===== src/rtl/dram_domain_pkg.sv =====
package dram_domain_pkg;

    // word layout: payload in 31..15, opcode in 14..0
    localparam int CMD_W     = 32;
    localparam int OPCODE_W  = 15;
    localparam int PAYLOAD_W = CMD_W - OPCODE_W;
    localparam int HALF_W    = 16;

    // dram application port
    localparam int DATA_W     = 256;
    localparam int APP_ADDR_W = 29;
    localparam int ADDR_W     = 32;

    // one 256-bit beat covers eight 32-bit address units
    localparam logic [ADDR_W-1:0] BEAT_STEP = 32'd8;

    // configuration stream
    localparam int CONFIG_WORDS = 40;
    localparam int CFG_CNT_W    = 6;

    typedef enum logic [OPCODE_W-1:0] {
        op_config     = 15'd1,
        op_asic_done  = 15'd2,
        op_dram_ready = 15'd3,
        op_window     = 15'd4,
        op_verify     = 15'd5,
        op_count      = 15'd6
    } opcode_e;

    typedef enum logic [2:0] {
        app_write = 3'd0,
        app_read  = 3'd1
    } app_cmd_e;

    typedef struct packed {
        logic [PAYLOAD_W-1:0] payload;
        logic [OPCODE_W-1:0]  opcode;
    } cmd_word_t;

endpackage


===== src/rtl/host_cmd_engine.sv =====
`timescale 1ns/1ns

module host_cmd_engine (
    input  logic                              ui_clk,
    input  logic                              rst,
    input  dram_domain_pkg::cmd_word_t        p2d_cmd_dout,
    input  logic                              p2d_cmd_empty,
    output logic                              p2d_cmd_rd_en,
    input  logic                              d2a_cmd_full,
    output logic                              d2a_cmd_wr_en,
    output dram_domain_pkg::cmd_word_t        d2a_cmd_din,
    output logic [dram_domain_pkg::ADDR_W-1:0] win_base,
    output logic [dram_domain_pkg::ADDR_W-1:0] win_last,
    output logic                              win_start,
    output logic                              win_ack_req,
    input  logic                              win_ack_grant,
    output logic                              count_req,
    input  logic                              count_grant,
    output logic                              cfg_done_level,
    input  logic                              cfg_clear
);
    import dram_domain_pkg::*;

    logic [CFG_CNT_W-1:0] cfg_cnt;
    logic [CFG_CNT_W-1:0] cnt_base;
    logic [1:0]           win_half;
    logic                 win_ack_pend;
    logic                 count_pend;
    logic                 cfg_pop;
    logic                 win_pop;
    logic                 count_pop;
    logic                 drop_pop;

    // pop decision on the head word
    always_comb begin
        cfg_pop   = 1'b0;
        win_pop   = 1'b0;
        count_pop = 1'b0;
        drop_pop  = 1'b0;
        if (!p2d_cmd_empty) begin
            case (p2d_cmd_dout.opcode)
                op_config: cfg_pop = !d2a_cmd_full;
                // last half needs a free ack slot
                op_window: win_pop = (win_half != 2'd3) || !win_ack_pend;
                op_count:  count_pop = !count_pend;
                default:   drop_pop = 1'b1;
            endcase
        end
    end

    assign p2d_cmd_rd_en = cfg_pop | win_pop | count_pop | drop_pop;

    // requests include the pop cycle so an idle mux answers at once
    assign win_ack_req = win_ack_pend | (win_pop && win_half == 2'd3);
    assign count_req   = count_pend | count_pop;

    assign cnt_base = cfg_clear ? '0 : cfg_cnt;

    always_ff @(posedge ui_clk) begin
        if (rst) begin
            cfg_cnt        <= '0;
            cfg_done_level <= 1'b0;
            d2a_cmd_wr_en  <= 1'b0;
            win_half       <= 2'd0;
            win_start      <= 1'b0;
            win_base       <= '0;
            win_last       <= '0;
            win_ack_pend   <= 1'b0;
            count_pend     <= 1'b0;
        end else begin
            d2a_cmd_wr_en <= cfg_pop;
            win_start     <= win_pop && win_half == 2'd0;
            win_ack_pend  <= win_ack_req && !win_ack_grant;
            count_pend    <= count_req && !count_grant;

            cfg_cnt <= cnt_base;
            if (cfg_clear) begin
                cfg_done_level <= 1'b0;
            end
            if (cfg_pop) begin
                // count holds at the final value, the word there completes the stream
                if (cnt_base == CONFIG_WORDS - 1) begin
                    cfg_done_level <= 1'b1;
                end else begin
                    cfg_cnt <= cnt_base + 1'b1;
                end
            end

            if (win_pop) begin
                win_half <= win_half + 2'd1;
                case (win_half)
                    2'd0: win_base[HALF_W-1:0] <= p2d_cmd_dout.payload[HALF_W-1:0];
                    2'd1: win_base[ADDR_W-1:HALF_W] <= p2d_cmd_dout.payload[HALF_W-1:0];
                    2'd2: win_last[HALF_W-1:0] <= p2d_cmd_dout.payload[HALF_W-1:0];
                    default: win_last[ADDR_W-1:HALF_W] <= p2d_cmd_dout.payload[HALF_W-1:0];
                endcase
            end
        end
    end

    // forwarded config word
    always_ff @(posedge ui_clk) begin
        if (cfg_pop) begin
            d2a_cmd_din <= p2d_cmd_dout;
        end
    end

endmodule


===== src/rtl/app_port_ctrl.sv =====
`timescale 1ns/1ns

module app_port_ctrl (
    input  logic                                 ui_clk,
    input  logic                                 rst,
    input  logic [dram_domain_pkg::DATA_W-1:0]    p2d_data_dout,
    input  logic                                 p2d_data_empty,
    output logic                                 p2d_data_rd_en,
    output logic                                 app_en,
    output dram_domain_pkg::app_cmd_e            app_cmd,
    output logic [dram_domain_pkg::APP_ADDR_W-1:0] app_addr,
    output logic                                 app_wdf_wren,
    output logic [dram_domain_pkg::DATA_W-1:0]    app_wdf_data,
    input  logic                                 app_rdy,
    input  logic                                 app_wdf_rdy,
    input  logic [dram_domain_pkg::DATA_W-1:0]    app_rd_data,
    input  logic                                 app_rd_data_valid,
    input  logic [dram_domain_pkg::ADDR_W-1:0]    win_base,
    input  logic [dram_domain_pkg::ADDR_W-1:0]    win_last,
    input  logic                                 win_start,
    output logic [dram_domain_pkg::ADDR_W-1:0]    write_count,
    output logic                                 verify_req,
    input  logic                                 verify_grant,
    output logic [dram_domain_pkg::PAYLOAD_W-1:0] verify_data
);
    import dram_domain_pkg::*;

    typedef enum logic [1:0] {
        st_idle,
        st_read_issue,
        st_read_wait,
        st_report
    } chk_state_e;

    chk_state_e        state;
    logic [ADDR_W-1:0] beat_addr;
    logic              read_go;

    assign beat_addr = win_base + write_count;

    // beats stall while a read-back check is in flight
    assign p2d_data_rd_en = !p2d_data_empty && app_rdy && app_wdf_rdy && (state == st_idle);
    assign read_go        = (state == st_read_issue) && app_rdy;
    assign verify_req     = (state == st_report);

    always_ff @(posedge ui_clk) begin
        if (rst) begin
            state        <= st_idle;
            write_count  <= '0;
            app_en       <= 1'b0;
            app_wdf_wren <= 1'b0;
        end else begin
            app_en       <= p2d_data_rd_en || read_go;
            app_wdf_wren <= p2d_data_rd_en;

            if (win_start) begin
                write_count <= '0;
            end else if (p2d_data_rd_en) begin
                write_count <= write_count + BEAT_STEP;
            end

            case (state)
                st_idle: begin
                    if (p2d_data_rd_en && beat_addr == win_last) begin
                        state <= st_read_issue;
                    end
                end
                st_read_issue: begin
                    if (app_rdy) begin
                        state <= st_read_wait;
                    end
                end
                st_read_wait: begin
                    if (app_rd_data_valid) begin
                        state <= st_report;
                    end
                end
                st_report: begin
                    if (verify_grant) begin
                        state <= st_idle;
                    end
                end
                default: state <= st_idle;
            endcase
        end
    end

    // command, address and data only matter while app_en or app_wdf_wren is high
    always_ff @(posedge ui_clk) begin
        if (p2d_data_rd_en) begin
            app_cmd      <= app_write;
            app_addr     <= beat_addr[APP_ADDR_W-1:0];
            app_wdf_data <= p2d_data_dout;
        end else if (read_go) begin
            app_cmd  <= app_read;
            app_addr <= win_last[APP_ADDR_W-1:0];
        end
        // first valid beat only
        if (state == st_read_wait && app_rd_data_valid) begin
            verify_data <= app_rd_data[PAYLOAD_W-1:0];
        end
    end

endmodule


===== src/rtl/status_mux.sv =====
`timescale 1ns/1ns

module status_mux (
    input  logic                                 ui_clk,
    input  logic                                 rst,
    input  logic                                 init_calib_complete,
    input  logic                                 d2p_cmd_full,
    output logic                                 d2p_cmd_wr_en,
    output dram_domain_pkg::cmd_word_t           d2p_cmd_din,
    input  dram_domain_pkg::cmd_word_t           a2d_cmd_dout,
    input  logic                                 a2d_cmd_empty,
    output logic                                 a2d_cmd_rd_en,
    input  logic                                 cfg_done_level,
    output logic                                 cfg_clear,
    input  logic                                 win_ack_req,
    output logic                                 win_ack_grant,
    input  logic                                 count_req,
    output logic                                 count_grant,
    input  logic [dram_domain_pkg::ADDR_W-1:0]    write_count,
    input  logic                                 verify_req,
    input  logic [dram_domain_pkg::PAYLOAD_W-1:0] verify_data,
    output logic                                 verify_grant
);
    import dram_domain_pkg::*;

    logic      ready_sent;
    logic      ready_grant;
    logic      done_req;
    logic      done_pop;
    logic      drop_pop;
    logic      any_grant;
    cmd_word_t next_word;

    // fixed priority: verify, window ack, count, asic done, dram ready
    always_comb begin
        verify_grant  = 1'b0;
        win_ack_grant = 1'b0;
        count_grant   = 1'b0;
        done_pop      = 1'b0;
        ready_grant   = 1'b0;
        next_word     = '0;
        done_req = !a2d_cmd_empty && a2d_cmd_dout.opcode == op_asic_done && cfg_done_level;
        // anything other than done has no use on the host side
        drop_pop = !a2d_cmd_empty && a2d_cmd_dout.opcode != op_asic_done;
        if (!d2p_cmd_full) begin
            if (verify_req) begin
                verify_grant      = 1'b1;
                next_word.payload = verify_data;
                next_word.opcode  = op_verify;
            end else if (win_ack_req) begin
                win_ack_grant    = 1'b1;
                next_word.opcode = op_window;
            end else if (count_req) begin
                count_grant       = 1'b1;
                next_word.payload = write_count[PAYLOAD_W-1:0];
                next_word.opcode  = op_count;
            end else if (done_req) begin
                done_pop  = 1'b1;
                next_word = a2d_cmd_dout;
            end else if (init_calib_complete && !ready_sent) begin
                ready_grant      = 1'b1;
                next_word.opcode = op_dram_ready;
            end
        end
        any_grant = verify_grant | win_ack_grant | count_grant | done_pop | ready_grant;
    end

    assign a2d_cmd_rd_en = done_pop | drop_pop;
    assign cfg_clear     = done_pop;

    always_ff @(posedge ui_clk) begin
        if (rst) begin
            d2p_cmd_wr_en <= 1'b0;
            ready_sent    <= 1'b0;
        end else begin
            d2p_cmd_wr_en <= any_grant;
            if (ready_grant) begin
                ready_sent <= 1'b1;
            end
        end
    end

    always_ff @(posedge ui_clk) begin
        if (any_grant) begin
            d2p_cmd_din <= next_word;
        end
    end

endmodule


===== src/rtl/dram_domain.sv =====
`timescale 1ns/1ns

module dram_domain (
    input  logic                                 ui_clk,
    input  logic                                 rst,
    input  logic                                 init_calib_complete,
    // host command fifo
    input  dram_domain_pkg::cmd_word_t           p2d_cmd_dout,
    input  logic                                 p2d_cmd_empty,
    output logic                                 p2d_cmd_rd_en,
    // host data fifo
    input  logic [dram_domain_pkg::DATA_W-1:0]    p2d_data_dout,
    input  logic                                 p2d_data_empty,
    output logic                                 p2d_data_rd_en,
    // host status fifo
    output dram_domain_pkg::cmd_word_t           d2p_cmd_din,
    output logic                                 d2p_cmd_wr_en,
    input  logic                                 d2p_cmd_full,
    // asic forward fifo
    output dram_domain_pkg::cmd_word_t           d2a_cmd_din,
    output logic                                 d2a_cmd_wr_en,
    input  logic                                 d2a_cmd_full,
    // asic command fifo
    input  dram_domain_pkg::cmd_word_t           a2d_cmd_dout,
    input  logic                                 a2d_cmd_empty,
    output logic                                 a2d_cmd_rd_en,
    // dram application port
    output logic                                 app_en,
    output dram_domain_pkg::app_cmd_e            app_cmd,
    output logic [dram_domain_pkg::APP_ADDR_W-1:0] app_addr,
    output logic                                 app_wdf_wren,
    output logic [dram_domain_pkg::DATA_W-1:0]    app_wdf_data,
    input  logic                                 app_rdy,
    input  logic                                 app_wdf_rdy,
    input  logic [dram_domain_pkg::DATA_W-1:0]    app_rd_data,
    input  logic                                 app_rd_data_valid
);
    import dram_domain_pkg::*;

    logic [ADDR_W-1:0]    win_base;
    logic [ADDR_W-1:0]    win_last;
    logic                 win_start;
    logic [ADDR_W-1:0]    write_count;
    logic                 cfg_done_level;
    logic                 cfg_clear;
    logic                 win_ack_req;
    logic                 win_ack_grant;
    logic                 count_req;
    logic                 count_grant;
    logic                 verify_req;
    logic                 verify_grant;
    logic [PAYLOAD_W-1:0] verify_data;

    host_cmd_engine host_cmd_engine_i (
        .ui_clk         (ui_clk),
        .rst            (rst),
        .p2d_cmd_dout   (p2d_cmd_dout),
        .p2d_cmd_empty  (p2d_cmd_empty),
        .p2d_cmd_rd_en  (p2d_cmd_rd_en),
        .d2a_cmd_full   (d2a_cmd_full),
        .d2a_cmd_wr_en  (d2a_cmd_wr_en),
        .d2a_cmd_din    (d2a_cmd_din),
        .win_base       (win_base),
        .win_last       (win_last),
        .win_start      (win_start),
        .win_ack_req    (win_ack_req),
        .win_ack_grant  (win_ack_grant),
        .count_req      (count_req),
        .count_grant    (count_grant),
        .cfg_done_level (cfg_done_level),
        .cfg_clear      (cfg_clear)
    );

    app_port_ctrl app_port_ctrl_i (
        .ui_clk            (ui_clk),
        .rst               (rst),
        .p2d_data_dout     (p2d_data_dout),
        .p2d_data_empty    (p2d_data_empty),
        .p2d_data_rd_en    (p2d_data_rd_en),
        .app_en            (app_en),
        .app_cmd           (app_cmd),
        .app_addr          (app_addr),
        .app_wdf_wren      (app_wdf_wren),
        .app_wdf_data      (app_wdf_data),
        .app_rdy           (app_rdy),
        .app_wdf_rdy       (app_wdf_rdy),
        .app_rd_data       (app_rd_data),
        .app_rd_data_valid (app_rd_data_valid),
        .win_base          (win_base),
        .win_last          (win_last),
        .win_start         (win_start),
        .write_count       (write_count),
        .verify_req        (verify_req),
        .verify_grant      (verify_grant),
        .verify_data       (verify_data)
    );

    status_mux status_mux_i (
        .ui_clk              (ui_clk),
        .rst                 (rst),
        .init_calib_complete (init_calib_complete),
        .d2p_cmd_full        (d2p_cmd_full),
        .d2p_cmd_wr_en       (d2p_cmd_wr_en),
        .d2p_cmd_din         (d2p_cmd_din),
        .a2d_cmd_dout        (a2d_cmd_dout),
        .a2d_cmd_empty       (a2d_cmd_empty),
        .a2d_cmd_rd_en       (a2d_cmd_rd_en),
        .cfg_done_level      (cfg_done_level),
        .cfg_clear           (cfg_clear),
        .win_ack_req         (win_ack_req),
        .win_ack_grant       (win_ack_grant),
        .count_req           (count_req),
        .count_grant         (count_grant),
        .write_count         (write_count),
        .verify_req          (verify_req),
        .verify_data         (verify_data),
        .verify_grant        (verify_grant)
    );

endmodule


===== config.mk =====
export PLATFORM = sky130hd
export DESIGN_NAME = dram_domain
export DESIGN_NICKNAME = d
export VERILOG_FILES = /design/src/rtl/dram_domain_pkg.sv /design/src/rtl/host_cmd_engine.sv /design/src/rtl/app_port_ctrl.sv /design/src/rtl/status_mux.sv /design/src/rtl/dram_domain.sv
export SDC_FILE = /design/constraint.sdc
export NUM_CORES = 1
export LEC_CHECK = 0
export ABC_AREA = 1
export BUFFER_PORTS_ARGS = -buffer_cell sky130_fd_sc_hd__buf_2
export CORE_AREA = 2 2 366 368
export CTS_CLUSTER_SIZE = 25
export DETAILED_ROUTE_END_ITERATION = 8
export DIE_AREA = 0 0 368 370
export HOLD_SLACK_MARGIN = 0.03
export MAX_ROUTING_LAYER = met4
export PLACE_DENSITY = 0.43
export SYNTH_ARGS = -nofsm -noshare
export SYNTH_HDL_FRONTEND = slang
export SYNTH_SLANG_ARGS = --single-unit

===== constraint.sdc =====
create_clock -name ui_clk -period 10.46 [get_ports ui_clk]
set_input_delay 0 -clock ui_clk [delete_from_list [all_inputs] [get_ports ui_clk]]
set_output_delay 0 -clock ui_clk [all_outputs]
set_load 0.1 [all_outputs]

==> flow_summary.yaml <==
outcome:
  status: "completed"
route:
  wl_mm: 102
  drt-initial-drc-count: 1033
  vias_per_cell: 3.70
  wire_per_inst_um: 21.2
  drc_errors: 0
  dr_total_vias: 17800
  drtPass1Iterations: 5
  final_antenna_net_count: 0
timing:
  finalHoldViolations: 0
  setup_tns_ps: 0
  slew_headroom_pct: 30.3
  finalClockSkew_ps: 26.4
  setup_ws_ps: 6670
  max_freq_mhz: 264
  fin_crit_sh_pct: 36.3
  rsz0062_at_grt: "no"
  min_period_ps: 3790
  worst_slew_pin_slew_ps: 1040
  setup-violations-final: 0
  final-max-slew-violation-count: 0
pwr:
  totalPowerFinal_mw: 5.97
  worst_ir_drop_vdd_uv: 114
  leakagePower_nw: 13.2
  powerDensity_mw_per_mm2: 186
global_route:
  grt_overflow: 0
  grt_max_degree: 165
  grt_pass1_vias: 17800
  grt_pass1_wl_mm: 137
  antenna_found_initial: 50
  grt_usage_pct: 15.0
cts:
  ctsHoldBuffers: 482
  cts_buffer_depth: 3
  clk_pin_slew_ps: 60
  post_cts_buffers: 0
  cts.sink_count: 479
  cts_resized: 0
  root_buffer: "clkbuf_16"
  cts_buffers: 66
  cts_tree: "built"
  htreeDepth: 3
  clkLatencyLatePin_ps: 650
synth:
  netlist_instances: 1750
  ys_seq_area_share_pct: 68.4
  synth_edf_count: 366
  synth_area_leader_cell: "edfxtp_1"
  netlist-cell-type-count: 48
  netlist_area_mm2: 0.0194
  synth_top_area_share_pct: 56.7
  synth_seq_cells: 479
  synth_top_flop_cell: "edfxtp_1"
  syn_area_per_cell_um2: 11.1
  async_flop_share_pct: 0
  synth-warning-count: 0
  synth_area_leaders: "edfxtp_1 57%, dfxtp_1 12%, nand2_1 6.5%, inv_1 4.2%, nand3_1 3.5%"
place:
  pre_cts_ws_ps: 7070
  dp_cells: 4209
  numPortBuffers: 704
  dp_hpwl_mm: 81.9
  gp_congestion: 0.878
die:
  initial_utilization_pct: 14.6
  die-area_mm2: 0.136
  die_x_um: 368
  coreArea_mm2: 0.132
  rows: 134
  die_h_um: 370
  ios: 946
setup_path:
  endpoint_kind: "primary output"
  cp-start-kind: "register"
  critPathRequiredTime_ps: 10460
  cp_max_fo: 164
  worstPathArrival_ps: 3790
  crit_type: "register to primary output"
min_path:
  hold_path_class: "input port to register"
final_layout:
  drive_gt1_share_pct: 28.6
  syn2layout_area_growth_pct: 66.0
  final_cell_mix: "704 x buf_2, 482 x dlygate4sd3_1, 366 x edfxtp_1, 336 x nand2_1, 217 x inv_1"
  final_cells: 4822
  layout.cells.most_common: "buf_2"
  nNetsFinal: 3617
flow_run:
  drv_cap: 0
-- through the flow --
| step | util [%] | cell area [µm²] | hold slack (ps) |
|---|---|---|---|
| global route | 24.3 | 32200 | 53.6 |
| finish | 24.3 | 32200 | 85.7 |
| CTS | 24.3 | 32100 | 31.0 |
| floorplan | - | 19400 | 78.5 |
| detailed placement | 19.0 | 25100 | 178 |
| global placement | 19.0 | 25100 | 177 |
-- cells by family after synthesis --
logic type                 share of synthesized area, %
xor gates and xnor gates                          0.549
buffers and inverters                              5.15
DFF                                                68.4
adders and majority gates                          2.56
AOI/OAI and AO/OA                                  7.16
and+or+nand+nor                                    16.1
other                                            0.0194
-- metal layers --
| layer | vias up | part of all wire, % | GRT usage (%) |
|---|---|---|---|
| met5 | - | 0 | - |
| met4 | 0 | 2.7 | 4.07 |
| met3 | 182 | 7.8 | 4.53 |
| met2 | 763 | 52 | 27.0 |
| met1 | 8354 | 38 | 15.9 |
| li1 | 8522 | - | - |
-- critical path, cell delays in order (launching register included) --
cell      delay [ps]
dfxtp_1          400
inv_1             80
ha_1             220
nand2_1           70
inv_1             40
nand2_2           50
buf_4            400
clkinv_8         570
buf_12           510
buf_2            500
-- where the power goes --
part	internal [mW]	switching [mW]	leakage [nW]
Combinational	0.259	1.12	7.84
Sequential	2.20	0.0589	4.27
Clock	1.36	0.972	1.07
-- path summary, 6_finish.rpt --
kind	start	endpoint	slack (ps)	cells after the start
worst max-delay path	app_port_ctrl_i.state[1]$_SDFFE_PP0P_	p2d_data_rd_en	6670	9
worst min-delay path	p2d_data_dout[190]	app_port_ctrl_i.app_wdf_data[190]$_DFFE_PP_	90	2
worst max register to register	app_port_ctrl_i.write_count[3]$_SDFFE_PP0P_	app_port_ctrl_i.state[1]$_SDFFE_PP0P_	7110	21
worst min register to register	status_mux_i.ready_sent$_SDFFE_PP0P_	status_mux_i.ready_sent$_SDFFE_PP0P_	460	2
-- sequential cells by signal (all words and copies together) (netlist names), 2 cells and up --
name / count
app_port_ctrl_i.app_wdf_data: 256
host_cmd_engine_i.d2a_cmd_din: 32
host_cmd_engine_i.win_base: 32
host_cmd_engine_i.win_last: 32
status_mux_i.d2p_cmd_din: 32
app_port_ctrl_i.app_addr: 29
app_port_ctrl_i.write_count: 29
app_port_ctrl_i.verify_data: 17
host_cmd_engine_i.cfg_cnt: 6
app_port_ctrl_i.state: 2
host_cmd_engine_i.win_half: 2
-- cells in the mapped netlist (2+ instances only) --
| library cell | instances |
|---|---|
| nand3_1 | 137 |
| nor4_1 | 8 |
| nand3b_1 | 12 |
| nor2_2 | 9 |
| a22oi_1 | 3 |
| nor2_1 | 114 |
| xnor2_1 | 4 |
| a211oi_1 | 3 |
| o21ai_0 | 120 |
| nor3_1 | 20 |
| a31oi_1 | 12 |
| nand2_1 | 336 |
| buf_2 | 5 |
| nor2_4 | 3 |
| ha_1 | 38 |
| edfxtp_1 | 366 |
| inv_2 | 6 |
| xor2_1 | 5 |
| nor3_2 | 4 |
| buf_4 | 2 |
| dfxtp_1 | 113 |
| a21o_1 | 2 |
| o21bai_1 | 2 |
| nand3_2 | 8 |
| nand4_1 | 19 |
| clkbuf_1 | 30 |
| o22ai_1 | 2 |
| inv_1 | 217 |
| nand2_2 | 16 |
| a21oi_1 | 109 |
| and2_1 | 5 |
| a21oi_2 | 4 |
-- cell type report --
type                            count  area, µm²
Clock buffer                       76       1710
Inverter                          225        857
Clock inverter                     44        484
Antenna cell                       11       27.5
Multi-Input combinational cell   1022       5170
Timing Repair Buffer             1197       8440
Sequential cell                   479      13300
Tap cell                         1768       2210
Fill cell                       14300     100000
Power figures use the tool's default switching activity.
